<file path="src/cpc_settings.svh">
/*
 * Shared widths, ROM chunk and page constants,
 * Multiface fetch and port addresses, hardware register shadow offsets
 */
`ifndef CPC_SETTINGS_SVH
`define CPC_SETTINGS_SVH

// Memory geometry
`define CPC_RAM_AW          23          // SDRAM byte address
`define CPC_CHUNK_AW        14          // 16 KB ROM chunk
`define CPC_PAGE_W          8           // Upper ROM page number
`define CPC_MF2_AW          13          // 8 KB Multiface RAM

// Region-and-page values, region bit on top
`define CPC_MF2_PAGE        9'h1FF
`define CPC_MALFORMED_PAGE  9'h1EE      // Spare page, never selected by the CPU

// Multiface fetch and switch addresses
`define CPC_MF2_NMI_ADDR    16'h0066
`define CPC_MF2_HIDE_ADDR   16'h0065
`define CPC_MF2_SWITCH_PORT 14'b1111_1110_1110_10   // FEE8h and FEEAh

// Shadow offsets inside Multiface RAM
`define CPC_SHADOW_PEN          13'h1FCF
`define CPC_SHADOW_BORDER       13'h1FDF
`define CPC_SHADOW_PALETTE_BASE 13'h1F90    // Plus pen 0..15
`define CPC_SHADOW_MODE         13'h1FEF
`define CPC_SHADOW_BANK         13'h1FFF
`define CPC_SHADOW_CRTC_SEL     13'h1CFF
`define CPC_SHADOW_CRTC_BASE    13'h1DB0    // Plus CRTC register 0..15
`define CPC_SHADOW_PPI          13'h17FF
`define CPC_SHADOW_ROMSEL       13'h1AAC

`endif

</file>
<file path="src/cpc_pkg.sv">
/*
 * Packed bus and request types of the memory glue
 * CPU bus, CPU memory request, SDRAM request, download beat, configuration
 */
`include "cpc_settings.svh"

package cpc_pkg;

	// CPU bus as seen by the glue
	typedef struct packed {
		logic [15:0] addr;
		logic [7:0]  wdata;
		logic        io_wr;     // Levels, edges found downstream
		logic        io_rd;
		logic        m1;
	} cpu_bus_t;

	// CPU memory request, already mapped to SDRAM space
	typedef struct packed {
		logic                   rd;
		logic                   wr;
		logic [`CPC_RAM_AW-1:0] addr;
		logic [7:0]             wdata;
	} mem_req_t;

	// Request towards the SDRAM controller
	typedef struct packed {
		logic                   oe;
		logic                   we;
		logic [`CPC_RAM_AW-1:0] addr;
		logic                   bank;   // Follows the model
		logic [7:0]             din;
	} sdram_req_t;

	// One byte of a host download
	typedef struct packed {
		logic        wr;        // Strobe
		logic [24:0] addr;
		logic [7:0]  data;
	} dl_beat_t;

	typedef struct packed {
		logic       model;      // 0 = 6128, 1 = 664
		logic [1:0] mf2_mode;   // 0 enabled, 1 hidden, 2/3 disabled
	} mf2_cfg_t;

endpackage

</file>
<file path="src/rom_page_decode.sv">
/*
 * Expansion ROM target page from the two-character file extension
 * Hex page, ZZ for page 0, Z0 for a combined image with Multiface part
 */
`include "cpc_settings.svh"

module rom_page_decode (
	input  logic              clk_sys,
	input  logic              reset,
	input  logic              dl_start,
	input  logic [15:0]       dl_ext,
	input  logic              chunk_done,
	output logic [`CPC_PAGE_W:0] page,
	output logic              combo
);

	logic [4:0] hi_digit;   // {valid, value}
	logic [4:0] lo_digit;

	function automatic logic [4:0] hex_digit(input logic [7:0] c);
		if (c >= "0" && c <= "9")
			return {1'b1, c[3:0]};
		else if ((c >= "A" && c <= "F") || (c >= "a" && c <= "f"))
			return {1'b1, c[3:0] + 4'd9};
		else
			return 5'd0;
	endfunction

	always_comb begin
		hi_digit = hex_digit(dl_ext[15:8]);
		lo_digit = hex_digit(dl_ext[7:0]);
	end

	always_ff @(posedge clk_sys) begin
		if (reset) begin
			page  <= '0;
			combo <= 1'b0;
		end else if (dl_start) begin
			combo <= 1'b0;
			if (dl_ext == "ZZ") begin
				page <= '0;                // Replaces the lower ROM
			end else if (dl_ext == "Z0") begin
				page  <= '0;
				combo <= 1'b1;
			end else if (hi_digit[4] && lo_digit[4]) begin
				page <= {1'b1, hi_digit[3:0], lo_digit[3:0]};
			end else begin
				page <= `CPC_MALFORMED_PAGE;
			end
		end else if (chunk_done && combo) begin
			// Following beats sit in chunk 1, so the sum lands on the Multiface page
			page  <= `CPC_MF2_PAGE - 9'd1;
			combo <= 1'b0;
		end
	end

endmodule

</file>
<file path="src/rom_loader.sv">
/*
 * ROM download loader
 * Beat to boot write mapping, wait sequencing on mem_ce,
 * loaded upper ROM page map and latched model
 */
`include "cpc_settings.svh"

module rom_loader (
	input  logic                clk_sys,
	input  logic                reset,
	input  logic                mem_ce,
	input  cpc_pkg::dl_beat_t   dl,
	input  logic                dl_active,
	input  logic [7:0]          dl_index,
	input  logic [15:0]         dl_ext,
	input  cpc_pkg::mf2_cfg_t   cfg,
	output logic                dl_wait,
	output cpc_pkg::sdram_req_t boot_req,
	output logic [255:0]        rom_loaded,
	output logic                model
);

	localparam logic [255:0] DEFAULT_MAP = (256'd1 << 255) | (256'd1 << 7) | 256'd1;

	logic                   ext_reset;      // Outside reset, download not running
	logic                   dl_active_d;
	logic                   dl_start;
	logic                   accept;
	logic [10:0]            chunk;
	logic                   base_ok;
	logic                   write_done;
	logic                   chunk_done;
	logic                   boot_we;
	logic [`CPC_RAM_AW-1:0] boot_addr;
	logic                   boot_bank;
	logic [7:0]             boot_din;
	logic [`CPC_PAGE_W:0]   page;
	logic                   combo;

	assign ext_reset  = reset & ~dl_active;
	assign dl_start   = dl_active & ~dl_active_d & (dl_index != 8'd0);
	assign accept     = dl_active & dl.wr;
	assign chunk      = dl.addr[24:`CPC_CHUNK_AW];
	assign base_ok    = (chunk < 11'd8);
	assign write_done = mem_ce & boot_we & dl_wait;
	assign chunk_done = write_done & combo & (&boot_addr[`CPC_CHUNK_AW-1:0]);

	rom_page_decode u_page_decode (
		.clk_sys    (clk_sys),
		.reset      (ext_reset),
		.dl_start   (dl_start),
		.dl_ext     (dl_ext),
		.chunk_done (chunk_done),
		.page       (page),
		.combo      (combo)
	);

	////////////////////////////////////////
	// Wait level and write strobe
	always_ff @(posedge clk_sys) begin
		if (ext_reset) begin
			dl_active_d <= 1'b0;
			dl_wait     <= 1'b0;
			boot_we     <= 1'b0;
		end else begin
			dl_active_d <= dl_active;
			if (accept && (dl_index != 8'd0 || base_ok))
				dl_wait <= 1'b1;            // Base chunks past 7 are dropped
			if (mem_ce)
				boot_we <= dl_wait;
			if (write_done) begin
				boot_we <= 1'b0;
				dl_wait <= 1'b0;
			end
		end
	end

	// Beat payload and target
	always_ff @(posedge clk_sys) begin
		if (accept) begin
			boot_din                       <= dl.data;
			boot_addr[`CPC_CHUNK_AW-1:0]   <= dl.addr[`CPC_CHUNK_AW-1:0];
			if (dl_index != 8'd0) begin
				boot_addr[`CPC_RAM_AW-1]   <= page[`CPC_PAGE_W];
				boot_addr[21:`CPC_CHUNK_AW] <= page[`CPC_PAGE_W-1:0] + dl.addr[21:`CPC_CHUNK_AW];
				boot_bank                  <= model;
			end else begin
				case (chunk[1:0])
					2'd0: boot_addr[22:`CPC_CHUNK_AW] <= 9'h000;   // OS
					2'd1: boot_addr[22:`CPC_CHUNK_AW] <= 9'h100;   // BASIC
					2'd2: boot_addr[22:`CPC_CHUNK_AW] <= 9'h107;   // AMSDOS
					default: boot_addr[22:`CPC_CHUNK_AW] <= `CPC_MF2_PAGE;
				endcase
				boot_bank <= chunk[2];
			end
		end
	end

	// Page map and model
	always_ff @(posedge clk_sys) begin
		if (write_done && boot_addr[`CPC_RAM_AW-1])
			rom_loaded[boot_addr[21:`CPC_CHUNK_AW]] <= 1'b1;
		if (reset) begin
			model <= cfg.model;
			// A first reset has no latched model yet and also loads the defaults
			if (model !== cfg.model)
				rom_loaded <= DEFAULT_MAP;
		end
	end

	assign boot_req = '{oe: 1'b0, we: boot_we, addr: boot_addr, bank: boot_bank, din: boot_din};

	// Host holds off while a write is pending
	a_beat_only_when_idle: assert property (@(posedge clk_sys) disable iff (ext_reset)
		accept |-> !dl_wait);

endmodule

</file>
<file path="config.mk">
export PLATFORM = sky130hd
export DESIGN_NAME = rom_loader
export DESIGN_NICKNAME = d
export VERILOG_FILES = /design/src/cpc_pkg.sv /design/src/rom_page_decode.sv /design/src/rom_loader.sv
export VERILOG_INCLUDE_DIRS = /design/src /design/src/src
export SDC_FILE = /design/constraint.sdc
export NUM_CORES = 1
export LEC_CHECK = 0
export BUFFER_PORTS_ARGS = -buffer_cell sky130_fd_sc_hd__buf_4
export CAP_MARGIN = 25
export CORE_ASPECT_RATIO = 0.8
export CORE_MARGIN = 3
export CORE_UTILIZATION = 37
export CTS_BUF_LIST = sky130_fd_sc_hd__clkbuf_8 sky130_fd_sc_hd__clkbuf_16
export CTS_CLUSTER_DIAMETER = 200
export CTS_CLUSTER_SIZE = 28
export DETAILED_ROUTE_END_ITERATION = 8
export PLACE_DENSITY = 0.69
export SLEW_MARGIN = 20
export SYNTH_ARGS = -nofsm -noshare
export SYNTH_HDL_FRONTEND = slang
export SYNTH_SLANG_ARGS = --single-unit
</file>
<file path="constraint.sdc">
create_clock -name clk_sys -period 2.2 [get_ports clk_sys]
set_clock_uncertainty 0.15 [all_clocks]
set_input_delay 0.11 -clock clk_sys [delete_from_list [all_inputs] [get_ports clk_sys]]
set_output_delay 0.11 -clock clk_sys [all_outputs]
set_load 0.005 [all_outputs]
</file>
# Word level (Yosys, flattened, before mapping)
# Cells that the tools add are included.
word_totals:
  inputBits: 65
  register_bits: 302
op_classes:
  eq_ne: 5
  n_mux: 21
  order_cmp: 15
  add_sub_neg: 3
  n_bitwise: 11
  n_reduce_logical: 19
op_table:
  columns: ["op", "n"]
  rows:
  - ["two-way mux 256 bit", 3]
  - ["OR 256 bit", 1]
  - ["two-way mux 9 bit", 5]
  - ["== test 16 x 15 -> 1 bit, second input constant", 2]
  - ["greater-or-equal comparator 8 x 7 -> 1 bit, second input constant", 4]
  - ["<= comparator 8 x 7 -> 1 bit, second input constant", 4]
  - ["case mux 9 bit (3 select lines)", 1]
  - ["two-way mux 5 bit", 4]
  - ["greater-or-equal comparator 8 x 6 -> 1 bit, second input constant", 2]
  - ["<= comparator 8 x 6 -> 1 bit, second input constant", 2]
  - ["AND reduction 14 bit", 1]
  - ["logical AND 1 bit", 11]
  - ["< comparator 11 x 4 -> 1 bit, second input constant", 1]
  - ["< comparator 8 x 9 -> 1 bit, second input constant", 1]
  - ["adder 4 bit, second input constant", 2]
  - ["adder 8 bit", 1]
  - ["bitwise AND 1 bit", 8]
  - ["demux 1 bit (select 8 bit)", 1]
  - ["greater-or-equal comparator 8 x 1 -> 1 bit, second input constant", 1]
  - ["two-way mux 8 bit", 1]
  - ["nonzero test 8 bit", 1]
  - ["two-way mux 1 bit", 6]
  - ["logical OR 1 bit", 3]
  - ["== test 2 x 1 -> 1 bit, second input constant", 1]
  - ["other kinds (6)", 7]

# Depth between registers and ports, before layout
logic_depth:
  ltp_word: 10
  ltp_mapped: 8
  ltp_nobuf: 8

# Modules after synthesis
# A second synthesis with hierarchy kept.
hier_totals:
  cells_unflattened: 1110
  hier_area_um2: 10692.8
modules_own_cells:
  columns: ["module", "n_inst", "cells_each", "area_each_um2"]
  rows:
  - ["rom_loader", 1, 1020, 9874.5]
  - ["rom_page_decode", 1, 90, 818.3]

# Worst setup path after synthesis
# OpenSTA, ideal clock, no wires.
synth_path:
  path_type: "register to register"
  startpoint: "register u_page_decode.page[0]"
  endpoint: "register boot_addr[20] (data pin)"
  period_less_slack_ns: 1.954
  setup_slack_ns: 0.246
  stages_incl_launch_ff: 9
  arrival_ns: 1.538
  cell_sequence: "dfxtp_1 -> ha_1 -> inv_1 -> fa_1 -> nor2b_1 -> o21ai_0 -> a21boi_0 -> or3_1 -> nand3_1"
synth_between:
  elab_chain_len: 2
synth_rtl:
  columns: ["element", "line_no", "rtl"]
  rows:
  - ["start, declared", "rom_page_decode.sv:13", "output logic [`CPC_PAGE_W:0] page,"]
  - ["start signal, assigned", "rom_page_decode.sv:46", "page <= {1'b1, hi_digit[3:0], lo_digit[3:0]};"]
  - ["start signal, assigned", "rom_page_decode.sv:48", "page <= `CPC_MALFORMED_PAGE;"]
  - ["start signal, assigned", "rom_page_decode.sv:52", "page <= `CPC_MF2_PAGE - 9'd1;"]
  - ["adder 8 bit", "rom_loader.sv:85", "boot_addr[21:`CPC_CHUNK_AW] <= page[`CPC_PAGE_W-1:0] + dl.addr[21:`CPC_CHUNK_AW];"]
  - ["two-way mux 9 bit", "rom_loader.sv:83", "if (dl_index != 8'd0) begin"]
  - ["end signal, assigned by index", "rom_loader.sv:82", "boot_addr[`CPC_CHUNK_AW-1:0] <= dl.addr[`CPC_CHUNK_AW-1:0];"]
  - ["end signal, assigned by index", "rom_loader.sv:84", "boot_addr[`CPC_RAM_AW-1] <= page[`CPC_PAGE_W];"]
  - ["end signal, assigned by index", "rom_loader.sv:85", null]
  - ["end, declared", "rom_loader.sv:34", "logic [`CPC_RAM_AW-1:0] boot_addr;"]
# No other way between the ends.
# A chain may end at the register's enable or synchronous reset.

# Final worst setup path
layout_path:
  startpoint: "input dl_ext[1]"
  endpoint: "register u_page_decode.page[4]"
layout_between:
  elab_chain_len: 10
  word_cells_on_any_way: 19
layout_rtl:
  columns: ["element", "line_no", "rtl"]
  rows:
  - ["start, declared", "rom_loader.sv:15", "input logic [15:0] dl_ext,"]
  - ["greater-or-equal comparator 8 x 7 -> 1 bit / <= comparator 8 x 7 -> 1 bit (equally long branches)", "rom_page_decode.sv:23", "else if ((c >= \"A\" && c <= \"F\") || (c >= \"a\" && c <= \"f\"))"]
  - ["logical AND 1 bit", "rom_page_decode.sv:23", null]
  - ["logical OR 1 bit", "rom_page_decode.sv:23", null]
  - ["two-way mux 5 bit", "rom_page_decode.sv:23", null]
  - ["two-way mux 5 bit", "rom_page_decode.sv:21", "if (c >= \"0\" && c <= \"9\")"]
  - ["logical AND 1 bit", "rom_page_decode.sv:45", "end else if (hi_digit[4] && lo_digit[4]) begin"]
  - ["two-way mux 8 bit", "rom_page_decode.sv:45", null]
  - ["two-way mux 9 bit", "rom_page_decode.sv:42", "end else if (dl_ext == \"Z0\") begin"]
  - ["two-way mux 9 bit (*)", "rom_page_decode.sv:40", "if (dl_ext == \"ZZ\") begin"]
  - ["two-way mux 9 bit (*)", "rom_page_decode.sv:38", "end else if (dl_start) begin"]
# Every way passes the cells marked *; elsewhere a longest branch is shown, timed or not.

==> flow_metrics.tcl <==
set metrics [dict create \
    status "finished, final reports clean" \
    clockBufferDepth 3 \
    gp_congestion 0.794 \
    num_io_pins 357 \
    dpl_cell_area_sq_um 14000 \
    fin_crit_sh_pct 97.1 \
    start_util_pct 38.0 \
    post_cts_buffers 0 \
    area_delta_synth_final_pct 41.9 \
    yosysUniqueCellTypes 59 \
    grt_setup_unrepaired "false" \
    synth_top_area_share_pct 51.5 \
    synth_seq_area_share_pct 61.0 \
    cp_max_fo 5 \
    chipWidth_um 194 \
    cts_buffers 14 \
    drc 0 \
    intPower_mw 7.28 \
    clk_pin_slew_worst_paths_ns 0.11 \
    timing.final.crit_period_ns 2.14 \
    first_pass_iters 6 \
    synthArstFlopShare_pct 0 \
    fin_util_pct 53.9 \
    die_height_um 156 \
    required_ns 2.45 \
    synth.avg_cell_area_sq_um 9.44 \
    cap_violations 0 \
    via_count 9488 \
    power_per_cell_area_nw_per_um2 646 \
    design.die.area_sq_um 30300 \
    dr_wl_met2_mm 16.8 \
    hp-class "in -> reg" \
    initialDrtViolationCount 505 \
    synth_edf_count 33 \
    start_kind "input port" \
    worst_pin_slew_ns 0.602 \
    power_switching_mw 2.29 \
    sw_frac_of_total_pct 23.9 \
    drt_wl_total_mm 35.9 \
    grt_max_degree 43 \
    clock-sinks 302 \
    nets 1590 \
    endpoint_kind "flip-flop" \
    ys.warnings.count 0 \
    syn_area_sq_um 10400 \
    synth_cells 1107 \
    avgViaCountPerCell 5.06 \
    regArea_sq_um 6380 \
    vdd_ir_drop_max_mv 0.621 \
    cts_tree "built" \
    port_buffers 353 \
    n_fill_cell 2444 \
    multi_input_comb_area_sq_um 3820 \
    cts_max_level 1 \
    synth_commonest_cells "281 x nor2_1, 269 x dfxtp_1, 259 x a21oi_1, 43 x clkbuf_1, 33 x edfxtp_1" \
    layout-drive-gt1-share_pct 31.2 \
    num_antenna_cells 0 \
    yosysTopAreaCell "dfxtp_1" \
    synth_most_common_cell "nor2_1" \
    cts_root_buf "clkbuf_16" \
    core_region_area_sq_um 27500 \
    drt-met1-wl_mm 16.0 \
    timing.fmax_ghz 0.468 \
    tns_ns 0 \
    setup_viol 0 \
    wl_met3_mm 2.11 \
    top_layer "met4" \
    clock_latency_ns 0.50 \
    seqPwrFrac_pct 59.7 \
    comb_power_share_pct 9.5 \
    hpwl_mm 25.1 \
    fp-row-count 54 \
    dominantRegCellSynth "dfxtp_1" \
    drv_slew 0 \
    final_area_sq_um 14800 \
    synthTopCellsByArea "dfxtp_1 52%, a21oi_1 12%, nor2_1 10%" \
    grt_pass1_wl_mm 54.3 \
    power_mw 9.57 \
    postRouteAntennaNets 0 \
    leakagePower_nw 6.62 \
    antenna_found_initial 0 \
    p_clk_share_pct 30.7 \
    hold_slack_ns 0.0335 \
    hold_viol_final 0 \
    cp.arrival_ns 2.38 \
    crit_type "in -> reg" \
    grt_usage_pct 22.5 \
    synth_nets 1188 \
    overflow 0 \
    relSlewSlack_pct 59.9 \
    grt_pass1_vias 9079 \
    wl_per_cell_um 19.2 \
    yosys_register_bits 302 \
]
==> registers in the layout (all words and copies together) (netlist names) <==
name and cells:
rom_loaded 256, dl_active_d 1, dl_wait 1, boot_bank 1, boot_we 1, boot_addr 23, model 1, u_page_decode.combo 1
u_page_decode.page 9, boot_din 8
==> layout make-up <==
cell class / count / area share, %
Clock inverter: 3 / 0.110
Multi-Input combinational cell: 717 / 25.8
Inverter: 13 / 0.329
Tap cell: 364 / 3.07
Clock buffer: 15 / 2.53
Timing Repair Buffer: 461 / 25.1
Sequential cell: 302 / 43.0
==> metal layers <==
layer / global-route usage (%) / vias up
li1: - / 4543
met1: 30.5 / 4572
met2: 37.9 / 316
met3: 4.07 / 57
met4: 5.60 / 0
met5: 0 / -
==> cell families after synthesis <==
family / Yosys count / share of synthesized area (%)
AOI/OAI and AO/OA: 302 / 15.6
buffers and inverters: 88 / 3.59
and+or+nand+nor: 388 / 16.9
xor gates and xnor gates: 8 / 0.671
other: 1 / 0.0359
DFF: 302 / 61.0
muxes: 2 / 0.204
adders and majority gates: 16 / 1.99
==> placed cells by master (no fill, tap or decap), types with 4 or more instances in the layout <==
cell type,Yosys,final
a21oi_1,259,259
buf_12,0,12
buf_4,3,404
clkbuf_16,0,15
dfxtp_1,269,268
dlygate4sd3_1,0,45
edfxtp_1,33,33
ha_1,15,15
inv_1,13,14
nand2_1,23,23
nand2b_1,9,8
nand3_1,8,8
nor2_1,281,278
nor2_2,1,4
nor3_1,11,6
nor3_2,10,10
nor3_4,1,6
nor4_1,7,5
nor4_4,0,5
o21ai_0,13,13
o2bb2ai_1,4,4
xor2_1,5,5
==> power by group through the flow <==
stage          registers [mW]  clock network, mW  logic, mW
6_report                 5.72               2.94      0.912
5_1_grt                  5.73               3.22      0.993
4_1_cts                  5.71               3.03      0.911
3_5_place_dp             5.84                  0      0.847
3_3_place_gp             5.84                  0      0.834
2_1_floorplan            5.82                  0      0.416
==> timing repair <==
item	CTS	global route
hold buffers	45	0
setup endpoints to repair	0	12
gates resized for setup	0	4
hold endpoints to repair	46	0
==> metrics by stage <==
stage               setup slack, ns  instances
floorplan                     0.246       1107
global placement              0.117       1812
detailed placement           0.0272       1812
CTS                          0.0166       1875
global route                0.00150       1875
finish                       0.0642       1875
==> critical path: stages <==
cell           delay, ns
dlygate4sd3_1       0.53
buf_4               0.15
inv_1               0.08
ha_1                0.18
or3b_1              0.38
o311a_1             0.32
o22a_2              0.26
nor3b_2             0.16
o221a_1             0.22
==> path summary, 6_finish.rpt <==
| check | startpoint | endpoint | slack, ns | depth (start not counted) |
|---|---|---|---|---|
| worst max-delay path | dl_ext[1] | u_page_decode.page[4]$_SDFFE_PP0P_ | 0.06 | 9 |
| worst min register to register | rom_loaded[0]$_DFF_P_ | rom_loaded[0]$_DFF_P_ | 0.32 | 1 |
| worst min-delay path | dl[27] | boot_addr[20]$_DFFE_PP_ | 0.03 | 4 |
| worst max register to register | boot_addr[15]$_DFFE_PP_ | rom_loaded[41]$_DFF_P_ | 0.12 | 5 |
Note: power is estimated with default switching activity, not from simulation.
